**config.mk**
```make
export PLATFORM = sky130hd
export DESIGN_NAME = cookie_unwrap
export DESIGN_NICKNAME = d
export VERILOG_FILES = /design/src/cookie_pkg.sv /design/src/key_store.sv /design/src/cookie_store.sv /design/src/work_memory.sv /design/src/block_load_counter.sv /design/src/unwrap_fsm.sv /design/src/cookie_unwrap.sv
export SDC_FILE = /design/constraint.sdc
export NUM_CORES = 2
export LEC_CHECK = 0
export BUFFER_PORTS_ARGS = -buffer_cell sky130_fd_sc_hd__buf_2
export CAP_MARGIN = 20
export CORE_MARGIN = 3
export CORE_UTILIZATION = 34
export DETAILED_ROUTE_END_ITERATION = 10
export PLACE_DENSITY_LB_ADDON = 0.25
export SYNTH_ARGS = -nofsm -noshare
export SYNTH_HDL_FRONTEND = slang
export SYNTH_SLANG_ARGS = --single-unit
export TNS_END_PERCENT = 1
```
**constraint.sdc**
```tcl
create_clock -name i_clk -period 111.5 [get_ports i_clk]
set_input_delay 11.15 -clock i_clk [delete_from_list [all_inputs] [get_ports i_clk]]
set_output_delay 11.15 -clock i_clk [all_outputs]
set_load 0.02 [all_outputs]
```
**src/cookie_pkg.sv**
```systemverilog
// Widths, work memory block map and cookie field codes shared by the unwrap front end
// Blocks are big-endian in words: word 0 sits in the top 32 bits of a block
`default_nettype none

package cookie_pkg;

  // --------------------
  // Word and key widths
  // --------------------
  localparam int WORD_W    = 32;
  localparam int BLOCK_W   = 128;
  localparam int KEY_W     = 512;
  localparam int KEY_WORDS = 16;
  localparam int IDX_W     = 4;

  // --------------------
  // Image block map
  // --------------------
  localparam int BLK_IDX_W    = 3;
  localparam int IMAGE_BLOCKS = 6;

  // Associated data is the key identifier followed by zeros
  localparam logic [BLK_IDX_W-1:0] BLK_AD    = 3'd0;
  localparam logic [BLK_IDX_W-1:0] BLK_NONCE = 3'd1;
  // C2S and S2C each span two blocks with words 0-3 then 4-7
  localparam logic [BLK_IDX_W-1:0] BLK_C2S   = 3'd2;
  localparam logic [BLK_IDX_W-1:0] BLK_S2C   = 3'd4;

  // Cookie field selected by a cookie write
  typedef enum logic [1:0] {
    FIELD_NONCE = 2'd0,
    FIELD_C2S   = 2'd1,
    FIELD_S2C   = 2'd2,
    FIELD_TAG   = 2'd3
  } cookie_field_e;

endpackage

`default_nettype wire

```
**src/key_store.sv**
```systemverilog
// Server key staging; writes are dropped while i_write_lock is high
// Identifier and length flag are taken from every accepted key word write
`timescale 1ns/1ns
`default_nettype none

module key_store (
  input  wire                              i_clk,
  input  wire                              i_areset,
  input  wire                              i_write_lock,
  input  wire                              i_key_we,
  input  wire  [cookie_pkg::IDX_W-1:0]     i_key_word,
  input  wire  [cookie_pkg::WORD_W-1:0]    i_key_data,
  input  wire  [cookie_pkg::WORD_W-1:0]    i_key_id,
  input  wire                              i_key_length,
  output logic [cookie_pkg::WORD_W-1:0]    o_key_id,
  output logic [cookie_pkg::KEY_W-1:0]     o_aead_key,
  output logic                             o_aead_mode
);

  logic [cookie_pkg::WORD_W-1:0] key_q [cookie_pkg::KEY_WORDS];
  logic [cookie_pkg::WORD_W-1:0] key_id_q;
  logic                          length_q;
  logic                          write_en;

  assign write_en = i_key_we && !i_write_lock;

  always_ff @(posedge i_clk or posedge i_areset) begin
    if (i_areset) begin
      for (int i = 0; i < cookie_pkg::KEY_WORDS; i++) begin
        key_q[i] <= '0;
      end
      key_id_q <= '0;
      length_q <= 1'b0;
    end else if (write_en) begin
      key_q[i_key_word] <= i_key_data;
      key_id_q          <= i_key_id;
      length_q          <= i_key_length;
    end
  end

  // --------------------
  // Key arrangement
  // --------------------
  // 512 bits take words 0-15 from the top down
  // 256 bits take words 8-11, zeros, words 12-15 and zeros
  always_comb begin
    o_aead_key = '0;
    if (length_q) begin
      for (int i = 0; i < cookie_pkg::KEY_WORDS; i++) begin
        o_aead_key[cookie_pkg::KEY_W-1-i*cookie_pkg::WORD_W -: cookie_pkg::WORD_W] = key_q[i];
      end
    end else begin
      for (int i = 0; i < 4; i++) begin
        o_aead_key[cookie_pkg::KEY_W-1-i*cookie_pkg::WORD_W -: cookie_pkg::WORD_W] =
          key_q[8+i];
        o_aead_key[cookie_pkg::KEY_W/2-1-i*cookie_pkg::WORD_W -: cookie_pkg::WORD_W] =
          key_q[12+i];
      end
    end
  end

  assign o_key_id    = key_id_q;
  // Mode 1 selects the 512-bit engine variant
  assign o_aead_mode = length_q;

endmodule

`default_nettype wire

```
**src/cookie_store.sv**
```systemverilog
// Cookie field staging and image block assembly
// Nonce and tag use word index bits [1:0]; C2S and S2C use bits [2:0]
`timescale 1ns/1ns
`default_nettype none

module cookie_store (
  input  wire                                 i_clk,
  input  wire                                 i_areset,
  input  wire                                 i_write_lock,
  input  wire                                 i_cookie_we,
  input  wire  cookie_pkg::cookie_field_e     i_cookie_field,
  input  wire  [cookie_pkg::IDX_W-1:0]        i_cookie_word,
  input  wire  [cookie_pkg::WORD_W-1:0]       i_cookie_data,
  input  wire  [cookie_pkg::WORD_W-1:0]       i_key_id,
  input  wire  [cookie_pkg::BLK_IDX_W-1:0]    i_block_index,
  output logic [cookie_pkg::BLOCK_W-1:0]      o_block,
  output logic [cookie_pkg::BLOCK_W-1:0]      o_aead_tag
);

  logic [cookie_pkg::WORD_W-1:0] nonce_q [4];
  logic [cookie_pkg::WORD_W-1:0] c2s_q   [8];
  logic [cookie_pkg::WORD_W-1:0] s2c_q   [8];
  logic [cookie_pkg::WORD_W-1:0] tag_q   [4];
  logic                          write_en;

  assign write_en = i_cookie_we && !i_write_lock;

  // --------------------
  // Field registers
  // --------------------
  always_ff @(posedge i_clk or posedge i_areset) begin
    if (i_areset) begin
      for (int i = 0; i < 4; i++) begin
        nonce_q[i] <= '0;
        tag_q[i]   <= '0;
      end
      for (int i = 0; i < 8; i++) begin
        c2s_q[i] <= '0;
        s2c_q[i] <= '0;
      end
    end else if (write_en) begin
      case (i_cookie_field)
        cookie_pkg::FIELD_NONCE: nonce_q[i_cookie_word[1:0]] <= i_cookie_data;
        cookie_pkg::FIELD_C2S:   c2s_q[i_cookie_word[2:0]]   <= i_cookie_data;
        cookie_pkg::FIELD_S2C:   s2c_q[i_cookie_word[2:0]]   <= i_cookie_data;
        cookie_pkg::FIELD_TAG:   tag_q[i_cookie_word[1:0]]   <= i_cookie_data;
        default: ;
      endcase
    end
  end

  // --------------------
  // Image block assembly
  // --------------------
  always_comb begin
    case (i_block_index)
      cookie_pkg::BLK_AD:
        o_block = {i_key_id, {(cookie_pkg::BLOCK_W - cookie_pkg::WORD_W){1'b0}}};
      cookie_pkg::BLK_NONCE:
        o_block = {nonce_q[0], nonce_q[1], nonce_q[2], nonce_q[3]};
      cookie_pkg::BLK_C2S:
        o_block = {c2s_q[0], c2s_q[1], c2s_q[2], c2s_q[3]};
      cookie_pkg::BLK_C2S + 3'd1:
        o_block = {c2s_q[4], c2s_q[5], c2s_q[6], c2s_q[7]};
      cookie_pkg::BLK_S2C:
        o_block = {s2c_q[0], s2c_q[1], s2c_q[2], s2c_q[3]};
      cookie_pkg::BLK_S2C + 3'd1:
        o_block = {s2c_q[4], s2c_q[5], s2c_q[6], s2c_q[7]};
      default:
        o_block = '0;
    endcase
  end

  // Expected tag for the engine with word 0 on top
  assign o_aead_tag = {tag_q[0], tag_q[1], tag_q[2], tag_q[3]};

endmodule

`default_nettype wire

```
**src/work_memory.sv**
```systemverilog
// Single-port block RAM; ack follows a select by one cycle, read data is valid with ack
// MEM_BLOCKS must be at least 8; the engine owns the port while i_engine_owns is high
`timescale 1ns/1ns
`default_nettype none

module work_memory #(
  parameter int MEM_BLOCKS = 8
) (
  input  wire                                 i_clk,
  input  wire                                 i_areset,
  input  wire                                 i_engine_owns,
  input  wire                                 i_load_write,
  input  wire  [cookie_pkg::BLK_IDX_W-1:0]    i_load_addr,
  input  wire  [cookie_pkg::BLOCK_W-1:0]      i_load_block,
  input  wire                                 i_aead_cs,
  input  wire                                 i_aead_we,
  input  wire  [$clog2(MEM_BLOCKS)-1:0]       i_aead_addr,
  input  wire  [cookie_pkg::BLOCK_W-1:0]      i_aead_block_wr,
  output logic                                o_ack,
  output logic [cookie_pkg::BLOCK_W-1:0]      o_block_rd
);

  localparam int ADDR_W = $clog2(MEM_BLOCKS);

  logic [cookie_pkg::BLOCK_W-1:0] mem [MEM_BLOCKS];
  logic                           mem_cs;
  logic                           mem_we;
  logic [ADDR_W-1:0]              mem_addr;
  logic [cookie_pkg::BLOCK_W-1:0] mem_wdata;

  // Port owner select; the loader only ever writes
  always_comb begin
    if (i_engine_owns) begin
      mem_cs    = i_aead_cs;
      mem_we    = i_aead_we;
      mem_addr  = i_aead_addr;
      mem_wdata = i_aead_block_wr;
    end else begin
      mem_cs    = i_load_write;
      mem_we    = 1'b1;
      mem_addr  = ADDR_W'(i_load_addr);
      mem_wdata = i_load_block;
    end
  end

  // --------------------
  // Storage
  // --------------------
  always_ff @(posedge i_clk) begin
    if (mem_cs) begin
      if (mem_we) begin
        mem[mem_addr] <= mem_wdata;
      end else begin
        o_block_rd <= mem[mem_addr];
      end
    end
  end

  // Acknowledge of every selected cycle
  always_ff @(posedge i_clk or posedge i_areset) begin
    if (i_areset) begin
      o_ack <= 1'b0;
    end else begin
      o_ack <= mem_cs;
    end
  end

endmodule

`default_nettype wire

```
**src/block_load_counter.sv**
```systemverilog
// Image block index for the load phase
// Index runs past the last block once after its ack; it is cleared before the next load
`timescale 1ns/1ns
`default_nettype none

module block_load_counter (
  input  wire                               i_clk,
  input  wire                               i_areset,
  input  wire                               i_clear,
  input  wire                               i_step,
  output logic [cookie_pkg::BLK_IDX_W-1:0]  o_index,
  output logic                              o_last
);

  logic [cookie_pkg::BLK_IDX_W-1:0] index_q;

  always_ff @(posedge i_clk or posedge i_areset) begin
    if (i_areset) begin
      index_q <= '0;
    end else if (i_clear) begin
      index_q <= '0;
    end else if (i_step) begin
      index_q <= index_q + 1'b1;
    end
  end

  assign o_index = index_q;

  // Final block of the image
  assign o_last = (index_q == cookie_pkg::BLK_IDX_W'(cookie_pkg::IMAGE_BLOCKS - 1));

endmodule

`default_nettype wire

```
**src/unwrap_fsm.sv**
```systemverilog
// Unwrap sequencer: command, image load, engine start and wait, result handshake
// One unwrap in flight; a pending result keeps o_unwrap_ready low
`timescale 1ns/1ns
`default_nettype none

module unwrap_fsm (
  input  wire   i_clk,
  input  wire   i_areset,
  input  wire   i_unwrap_valid,
  input  wire   i_result_ready,
  input  wire   i_mem_ack,
  input  wire   i_last_block,
  input  wire   i_aead_done,
  input  wire   i_aead_tag_ok,
  output logic  o_unwrap_ready,
  output logic  o_busy,
  output logic  o_load_write,
  output logic  o_count_clear,
  output logic  o_count_step,
  output logic  o_engine_owns,
  output logic  o_aead_start,
  output logic  o_result_valid,
  output logic  o_tag_ok
);

  typedef enum logic [2:0] {
    IDLE   = 3'd0,
    LOAD   = 3'd1,
    START  = 3'd2,
    RUN    = 3'd3,
    RESULT = 3'd4
  } state_e;

  state_e state_q;
  logic   wait_ack_q;
  logic   tag_ok_q;

  // --------------------
  // State register
  // --------------------
  always_ff @(posedge i_clk or posedge i_areset) begin
    if (i_areset) begin
      state_q    <= IDLE;
      wait_ack_q <= 1'b0;
      tag_ok_q   <= 1'b0;
    end else begin
      case (state_q)
        IDLE: begin
          if (i_unwrap_valid) begin
            state_q    <= LOAD;
            wait_ack_q <= 1'b0;
          end
        end
        LOAD: begin
          // Write one block, then wait for its ack
          if (!wait_ack_q) begin
            wait_ack_q <= 1'b1;
          end else if (i_mem_ack) begin
            wait_ack_q <= 1'b0;
            if (i_last_block) begin
              state_q <= START;
            end
          end
        end
        START: state_q <= RUN;
        RUN: begin
          if (i_aead_done) begin
            tag_ok_q <= i_aead_tag_ok;
            state_q  <= RESULT;
          end
        end
        RESULT: begin
          if (i_result_ready) begin
            state_q <= IDLE;
          end
        end
        default: state_q <= IDLE;
      endcase
    end
  end

  // --------------------
  // Outputs
  // --------------------
  assign o_unwrap_ready = (state_q == IDLE);
  assign o_busy         = (state_q != IDLE);
  assign o_count_clear  = (state_q == IDLE) && i_unwrap_valid;
  assign o_load_write   = (state_q == LOAD) && !wait_ack_q;
  assign o_count_step   = (state_q == LOAD) && wait_ack_q && i_mem_ack;
  assign o_aead_start   = (state_q == START);
  assign o_engine_owns  = (state_q == RUN);
  assign o_result_valid = (state_q == RESULT);
  assign o_tag_ok       = tag_ok_q;

endmodule

`default_nettype wire

```
**src/cookie_unwrap.sv**
```systemverilog
// NTS cookie unwrap front end; the AEAD engine sits outside on the o_aead/i_aead ports
// Key and cookie writes are ignored while an unwrap is in flight
`timescale 1ns/1ns
`default_nettype none

module cookie_unwrap #(
  parameter int MEM_BLOCKS = 8
) (
  input  wire                                i_clk,
  input  wire                                i_areset,
  // Key staging
  input  wire                                i_key_we,
  input  wire  [cookie_pkg::IDX_W-1:0]       i_key_word,
  input  wire  [cookie_pkg::WORD_W-1:0]      i_key_data,
  input  wire  [cookie_pkg::WORD_W-1:0]      i_key_id,
  input  wire                                i_key_length,
  // Cookie staging
  input  wire                                i_cookie_we,
  input  wire  cookie_pkg::cookie_field_e    i_cookie_field,
  input  wire  [cookie_pkg::IDX_W-1:0]       i_cookie_word,
  input  wire  [cookie_pkg::WORD_W-1:0]      i_cookie_data,
  // Command and result
  input  wire                                i_unwrap_valid,
  output logic                               o_unwrap_ready,
  output logic                               o_result_valid,
  output logic                               o_tag_ok,
  input  wire                                i_result_ready,
  // AEAD engine
  output logic                               o_aead_start,
  output logic [cookie_pkg::KEY_W-1:0]       o_aead_key,
  output logic                               o_aead_mode,
  output logic [cookie_pkg::BLOCK_W-1:0]     o_aead_tag,
  input  wire                                i_aead_cs,
  input  wire                                i_aead_we,
  input  wire  [$clog2(MEM_BLOCKS)-1:0]      i_aead_addr,
  input  wire  [cookie_pkg::BLOCK_W-1:0]     i_aead_block_wr,
  output logic [cookie_pkg::BLOCK_W-1:0]     o_aead_block_rd,
  output logic                               o_aead_ack,
  input  wire                                i_aead_done,
  input  wire                                i_aead_tag_ok
);

  logic                             busy;
  logic                             load_write;
  logic                             count_clear;
  logic                             count_step;
  logic                             engine_owns;
  logic                             last_block;
  logic [cookie_pkg::BLK_IDX_W-1:0] block_index;
  logic [cookie_pkg::WORD_W-1:0]    key_id;
  logic [cookie_pkg::BLOCK_W-1:0]   load_block;

  // --------------------
  // Control
  // --------------------
  unwrap_fsm u_fsm (
    .i_clk          (i_clk),
    .i_areset       (i_areset),
    .i_unwrap_valid (i_unwrap_valid),
    .i_result_ready (i_result_ready),
    .i_mem_ack      (o_aead_ack),
    .i_last_block   (last_block),
    .i_aead_done    (i_aead_done),
    .i_aead_tag_ok  (i_aead_tag_ok),
    .o_unwrap_ready (o_unwrap_ready),
    .o_busy         (busy),
    .o_load_write   (load_write),
    .o_count_clear  (count_clear),
    .o_count_step   (count_step),
    .o_engine_owns  (engine_owns),
    .o_aead_start   (o_aead_start),
    .o_result_valid (o_result_valid),
    .o_tag_ok       (o_tag_ok)
  );

  block_load_counter u_counter (
    .i_clk    (i_clk),
    .i_areset (i_areset),
    .i_clear  (count_clear),
    .i_step   (count_step),
    .o_index  (block_index),
    .o_last   (last_block)
  );

  // --------------------
  // Data
  // --------------------
  key_store u_key_store (
    .i_clk        (i_clk),
    .i_areset     (i_areset),
    .i_write_lock (busy),
    .i_key_we     (i_key_we),
    .i_key_word   (i_key_word),
    .i_key_data   (i_key_data),
    .i_key_id     (i_key_id),
    .i_key_length (i_key_length),
    .o_key_id     (key_id),
    .o_aead_key   (o_aead_key),
    .o_aead_mode  (o_aead_mode)
  );

  cookie_store u_cookie_store (
    .i_clk          (i_clk),
    .i_areset       (i_areset),
    .i_write_lock   (busy),
    .i_cookie_we    (i_cookie_we),
    .i_cookie_field (i_cookie_field),
    .i_cookie_word  (i_cookie_word),
    .i_cookie_data  (i_cookie_data),
    .i_key_id       (key_id),
    .i_block_index  (block_index),
    .o_block        (load_block),
    .o_aead_tag     (o_aead_tag)
  );

  work_memory #(
    .MEM_BLOCKS (MEM_BLOCKS)
  ) u_work_memory (
    .i_clk           (i_clk),
    .i_areset        (i_areset),
    .i_engine_owns   (engine_owns),
    .i_load_write    (load_write),
    .i_load_addr     (block_index),
    .i_load_block    (load_block),
    .i_aead_cs       (i_aead_cs),
    .i_aead_we       (i_aead_we),
    .i_aead_addr     (i_aead_addr),
    .i_aead_block_wr (i_aead_block_wr),
    .o_ack           (o_aead_ack),
    .o_block_rd      (o_aead_block_rd)
  );

endmodule

`default_nettype wire

```
Word level (Yosys, flattened, before mapping)
Memories as Yosys holds them, arrays and structs flattened. A register that Yosys moved wholly into a read port is not among the register bits.
Index checks and enable logic that the tools add are counted.
{"block": "totals", "ram_bits": 1024, "out_inout_bits": 774, "inputBits": 248, "mem_count": 1, "reg_bits": 1322}
{"block": "op_classes", "reduce_logical": 25, "magnitude_cmp": 6, "eq_ne": 18, "mux": 36, "add_sub_neg": 1, "bitwise_logic": 4}
{"name": "u_work_memory.mem", "words": 8, "width": 128, "rd": 1, "rd_ports_with_merged_regs": 1, "wr": 1, "line": "work_memory.sv:25", "source": "logic [cookie_pkg::BLOCK_W-1:0] mem [MEM_BLOCKS];"}
{"op": "128-bit one-hot mux with 6 select lines", "count": 1}
{"op": "128-bit 2-to-1 mux", "count": 5}
{"op": "256-bit bitwise mux", "count": 2}
{"op": "512-bit bitwise mux", "count": 1}
{"op": "128-bit bitwise mux", "count": 2}
{"op": "32-bit demux with 4-bit select", "count": 1}
{"op": "32-bit demux with 3-bit select", "count": 1}
{"op": "32-bit 2-to-1 mux", "count": 3}
{"op": "32-bit demux with 2-bit select", "count": 1}
{"op": "3-bit 2-to-1 mux", "count": 9}
{"op": "3-bit one-hot mux with 5 select lines", "count": 1}
{"op": "2-bit AND reduction", "count": 7}
{"op": "3-bit by 2-bit == test with 1-bit output (second input constant)", "count": 4}
{"op": "3-bit == test (second input constant)", "count": 3}
{"op": "1-bit logical AND", "count": 9}
{"op": "1-bit 2-to-1 mux", "count": 8}
{"op": "3-bit by 1-bit == test with 1-bit output (second input constant)", "count": 2}
{"op": "3-bit logical NOT", "count": 2}
{"op": "2-bit by 1-bit inequality test with 1-bit output (second input constant)", "count": 3}
{"op": "2-bit inequality test (second input constant)", "count": 3}
{"op": "6-bit AND reduction", "count": 1}
{"op": "5-bit greater-or-equal comparator (second input constant)", "count": 1}
{"op": "5-bit by 1-bit < comparator with 1-bit output (second input constant)", "count": 1}
{"op": "4-bit NOT with 5-bit output", "count": 1}
{"op": "15 further kinds", "count": 18}

Logic depth before layout (Yosys ltp)
{"block": "logic_depth", "depth_word": 6, "depth_mapped": 10, "ltp_nobuf": 7}

By module
From an unflattened synthesis, not the netlist that was laid out.
{"block": "hier_totals", "hier_cells": 7270, "hier_area_um2": 103510.5}
{"module": "work_memory", "instances": 1, "area_each_um2": 44371.3, "cells_each": 3158, "seq_area_each_um2": 34618.2}
{"module": "cookie_store", "instances": 1, "area_each_um2": 33445.8, "cells_each": 2289, "seq_area_each_um2": 19218.4}
{"module": "key_store", "instances": 1, "area_each_um2": 25220.4, "cells_each": 1775, "seq_area_each_um2": 13638.1}
{"module": "unwrap_fsm", "instances": 1, "area_each_um2": 312.8, "cells_each": 33, "seq_area_each_um2": 125.1}
{"module": "block_load_counter", "instances": 1, "area_each_um2": 160.2, "cells_each": 15, "seq_area_each_um2": 75.1}

Worst setup path after synthesis
No wires, ideal clock.
{"block": "synth_timing", "path_kind": "input to register", "from": "in i_aead_we", "to": "reg u_work_memory.o_block_rd[0] in the netlist's numbering (read register of u_work_memory.mem), enable pin", "required_time_ns": 110.557, "t_arrival_ns": 23.560, "setup_slack_ns": 86.996, "n_path_buf": 0, "cell_stages": 1, "cell_sequence": "nor4_1"}
{"block": "synth_via", "elab_chain_len": 3}
{"item": "start, declared", "line": "cookie_unwrap.sv:34", "source": "input wire i_aead_we,"}
{"item": "1-bit 2-to-1 mux", "line": "work_memory.sv:33", "source": "if (i_engine_owns) begin"}
{"item": "1-bit NOT (no source line)"}
{"item": "2-bit AND reduction (no source line)"}
{"item": "end, declared", "line": "work_memory.sv:20", "source": "output logic [cookie_pkg::BLOCK_W-1:0] o_block_rd"}
No other way between the ends.
A chain may end at the register's enable or synchronous reset.

Worst setup path in the final report
{"block": "layout_timing", "from": "reg u_key_store.length_q, in the netlist u_key_store.o_aead_mode", "to": "out o_aead_key[247] in the netlist's numbering"}
{"block": "layout_via", "elab_chain_len": 1}
{"item": "start, declared", "line": "key_store.sv:22", "source": "logic length_q;"}
{"item": "start signal, assigned", "line": "key_store.sv:37", "source": "length_q <= i_key_length;"}
{"item": "128-bit 2-to-1 mux", "line": "key_store.sv:48", "source": "if (length_q) begin"}
{"item": "end, declared", "line": "cookie_unwrap.sv:30", "source": "output logic [cookie_pkg::KEY_W-1:0] o_aead_key,"}
No other way between the ends.

==> impl_results.md <==
- Critical Path RT: 100.35 ns
- Crit Path Max Fanout: 96
- Dpl hpwl: 214.1 mm
- Status: finished, final reports clean
- Slew Viols, Final: 0
- Avg Synthesized Cell Area: 14.24 um^2
- Area of the die: 309,500 um^2
- Hold WC Path Type: flip-flop to flip-flop
- Grt ovf: 0
- Vias in the first global route: 65,027
- Hold-fix buffers, CTS: 0
- Number of synthesized flops with an enable pin: 1,152
- Finish-stage setup viols: 0
- Root Buffer Master: clkbuf_16
- # Max-Cap Violations: 0
- Antenna violations before repair: 64
- Rel. slew slack: 21.47%
- Worst Setup End Kind: output pin
- Final WL: 339.5 mm
- Power density over cell area: 29.29 nW/um^2
- Yosys top cell by area: edfxtp_1
- Synth cell types: 48
- Number of buffers added for setup after CTS: 0
- Final TNS setup: 0 ns
- Pleak: 51.97 nW
- Die Height: 556.4 um
- Final ANT Viol Nets: 0
- Total Routing Usage GR: 21.15%
- CTS tree: built
- Share of cells above drive strength 1: 41.29%
- Kind of critical path: flip-flop to output pin
- Flops & latches, synth: 2,474
- # resized after CTS: 0
- Vias post-DR: 65,489
- Synthesis-to-finish area growth: 17.55%
- DR pass1 iterations: 7
- I/O Pins: 1,022
- Wire per inst: 27.71 um
- Core area: 300,500 um^2
- Power share of the sequential group: 39.0%
- Switching Share: 36.46%
- Mapped Area: 103,000 um^2
- Buffers on Ports: 1,020
- Std-Cell Rows: 201
- CP Launch Type: flip-flop
- Die width: 556.4 um
- CTS HTree Levels: 5
- Cells after synthesis: 7,231
- Fin nets: 8,317
- Final setup margin: 95.93 ns
- Final Wtd Congestion: 0.8175
- Seq/Total Area, Yosys: 65.72%
- Starting Density: 34.27%
- DP Area: 112,000 um^2
- Filler instances: 27,744
- Top post-synthesis cells by area: edfxtp_1 34%, dfrtp_1 32%, mux2_2 19%
- Worst-path clk slew: 0.06 ns
- Register area: 67,680 um^2
- Design Area, Final: 121,100 um^2
- Crit share post-route: 13.97%
- DR DRC count: 0
- CTS Buffer Depth: 4
- Ys Warns: 0
- WP data arrival: 4.42 ns
- Share of Yosys cell area claimed by the top area cell type: 33.59%
- Fmax: 64.22 MHz
- Power share of the clock group: 25.5%
- Worst skew pair latency: 0.87 ns
- Main synth FF type: dfrtp_1
- First-pass GRT wire length: 481.1 mm
- Syn Nets: 7,484
- Multi-input logic area: 33,150 um^2
- RSZ-0062 raised after global routing: false
- Max Clock Skew: 0.09586 ns
- Ys async rst share: 53.44%
- Largest net degree at the start of global routing: 198
- DP Worst Slack: 95.10 ns
- Internal: 0.002253 W
- Drt initial violations: 6,517
- Min Tclk post-route: 15.57 ns
- CTS Buf Count: 281
- Final hold viol count: 0
- Combinational share of power: 35.4%
- Routed vias/inst: 5.345
- VDD IR max: 27.64 uV
- Worst Tran Pin Value: 1.178 ns
- Sink Count: 2,474
- NetSw: 0.001293 W
[synth_stat cells, drive strengths merged (5+ instances only)]
library cell,count
a21oi,523
buf,219
a22oi,19
nor3,17
o21ai,7
nor2,28
mux2,1717
edfxtp,1152
a222oi,120
inv,6
a31o,128
a22o,128
dfrtp,1322
ha,5
clkbuf,369
a221oi,128
nand3,15
nand2,1037
and2,257
nor2b,7
[placed cells by master, fill, tap and decap left out, types with 5 or more instances in the layout]
| cell | count |
|---|---|
| and2_1 | 256 |
| inv_1 | 5 |
| a22o_1 | 128 |
| buf_2 | 1020 |
| clkbuf_16 | 287 |
| mux2_2 | 1692 |
| edfxtp_1 | 1152 |
| clkinv_2 | 45 |
| mux2_1 | 24 |
| a21oi_1 | 522 |
| clkinvlp_4 | 10 |
| dfrtp_1 | 1320 |
| nor3_2 | 9 |
| nor2_4 | 12 |
| nand2_1 | 1032 |
| clkbuf_1 | 63 |
| nor2_1 | 16 |
| a22oi_1 | 19 |
| buf_12 | 14 |
| a31o_1 | 12 |
| bufinv_16 | 13 |
| a31o_2 | 116 |
| a222oi_1 | 120 |
| diode_2 | 20 |
| nand3_1 | 11 |
| clkbuf_8 | 37 |
| clkinv_1 | 15 |
| nor2b_1 | 5 |
| a221oi_1 | 128 |
| buf_4 | 102 |
| o21ai_0 | 7 |
| inv_6 | 12 |
[layout make-up]
type                            instances  share of cell area [%]
Antenna cell                           20                 0.04134
Clock buffer                          387                   6.549
Clock inverter                        106                  0.8682
Inverter                                6                 0.02481
Multi-Input combinational cell       4163                   27.39
Sequential cell                      2474                   55.91
Tap cell                             3958                   4.091
Timing Repair Buffer                 1138                   5.127
[stage by stage]
step,total power [W],instances,util [%],hold WS [ns]
detailed placement,0.002655,11736,37.25,0.4698
global route,0.003716,12237,40.27,0.4910
floorplan,0.002210,7231,-,0.4522
global placement,0.002625,11734,37.24,0.4633
finish,0.003546,12252,40.28,0.4797
CTS,0.003570,12229,40.24,0.4817
[path summary, 6_finish.rpt]
path	start	endpoint	slack, ns	cells past startpoint
worst max-delay path	u_key_store.o_aead_mode	o_aead_key[247]	95.93	4
worst min-delay path	u_cookie_store.s2c_q[101]	u_cookie_store.s2c_q[101]	0.48	1
worst max register to register	u_fsm.state_q[1]	u_work_memory.o_block_rd[35]	105.63	9
worst min register to register	u_cookie_store.s2c_q[101]	u_cookie_store.s2c_q[101]	0.48	1
max in group asynchronous	i_areset	u_cookie_store.o_aead_tag[117]	96.09	7
min in group asynchronous	i_areset	u_cookie_store.o_aead_tag[96]	10.47	2
[registers in the layout (all words and copies together), names as in the netlist]
name / count
u_cookie_store.o_aead_tag: 128
u_key_store.o_key_id: 32
u_cookie_store.c2s_q: 256
u_key_store.key_q: 512
u_work_memory.mem: 1024
u_cookie_store.nonce_q: 128
u_fsm.wait_ack_q: 1
u_key_store.o_aead_mode: 1
u_counter.o_index: 3
u_work_memory.o_block_rd: 128
u_fsm.o_tag_ok: 1
u_fsm.state_q: 3
u_work_memory.o_ack: 1
u_cookie_store.s2c_q: 256
[power groups by stage]
stage	sequential [W]	combinational, W	clock [W]
after floorplan	0.00141	0.000803	0
after global routing	0.00141	0.00134	0.000964
after global placement	0.00139	0.00124	0
after detailed placement	0.00140	0.00126	0
after CTS	0.00138	0.00126	0.000926
final	0.00138	0.00126	0.000905
[critical path, cell delays in order (launching register included)]
cell and delay (ns):
dfrtp_4 1.01, buf_4 0.83, buf_4 0.91, mux2_2 0.44
buf_2 0.17
[cells by family (layout without fill, tap and decap cells)]
kind of cell | after synthesis | after routing | synth area share [%]
AO/OA/AOI/OAI | 1057 | 1057 | 7.177
XOR/XNOR | 1 | 1 | 0.008506
adder cells (fa/ha/maj) | 5 | 5 | 0.06075
buffers and inverters | 594 | 1637 | 2.384
flip-flops | 2474 | 2474 | 65.72
multiplexers | 1720 | 1720 | 18.81
other | 0 | 20 | 0
AND/OR/NAND/NOR | 1380 | 1380 | 5.846
[per-layer routing]
metal / wire (um) / share of wire [%] / vias to the layer above / track usage, %
met5: 160 / 0.047 / - / 0
met4: 12010 / 3.5 / 26 / 6.856
met3: 26150 / 7.7 / 514 / 4.793
met2: 157700 / 46 / 2330 / 33.63
met1: 143500 / 42 / 34391 / 28.60
li1: - / - / 28228 / -
Power figures use the tool's default switching activity.
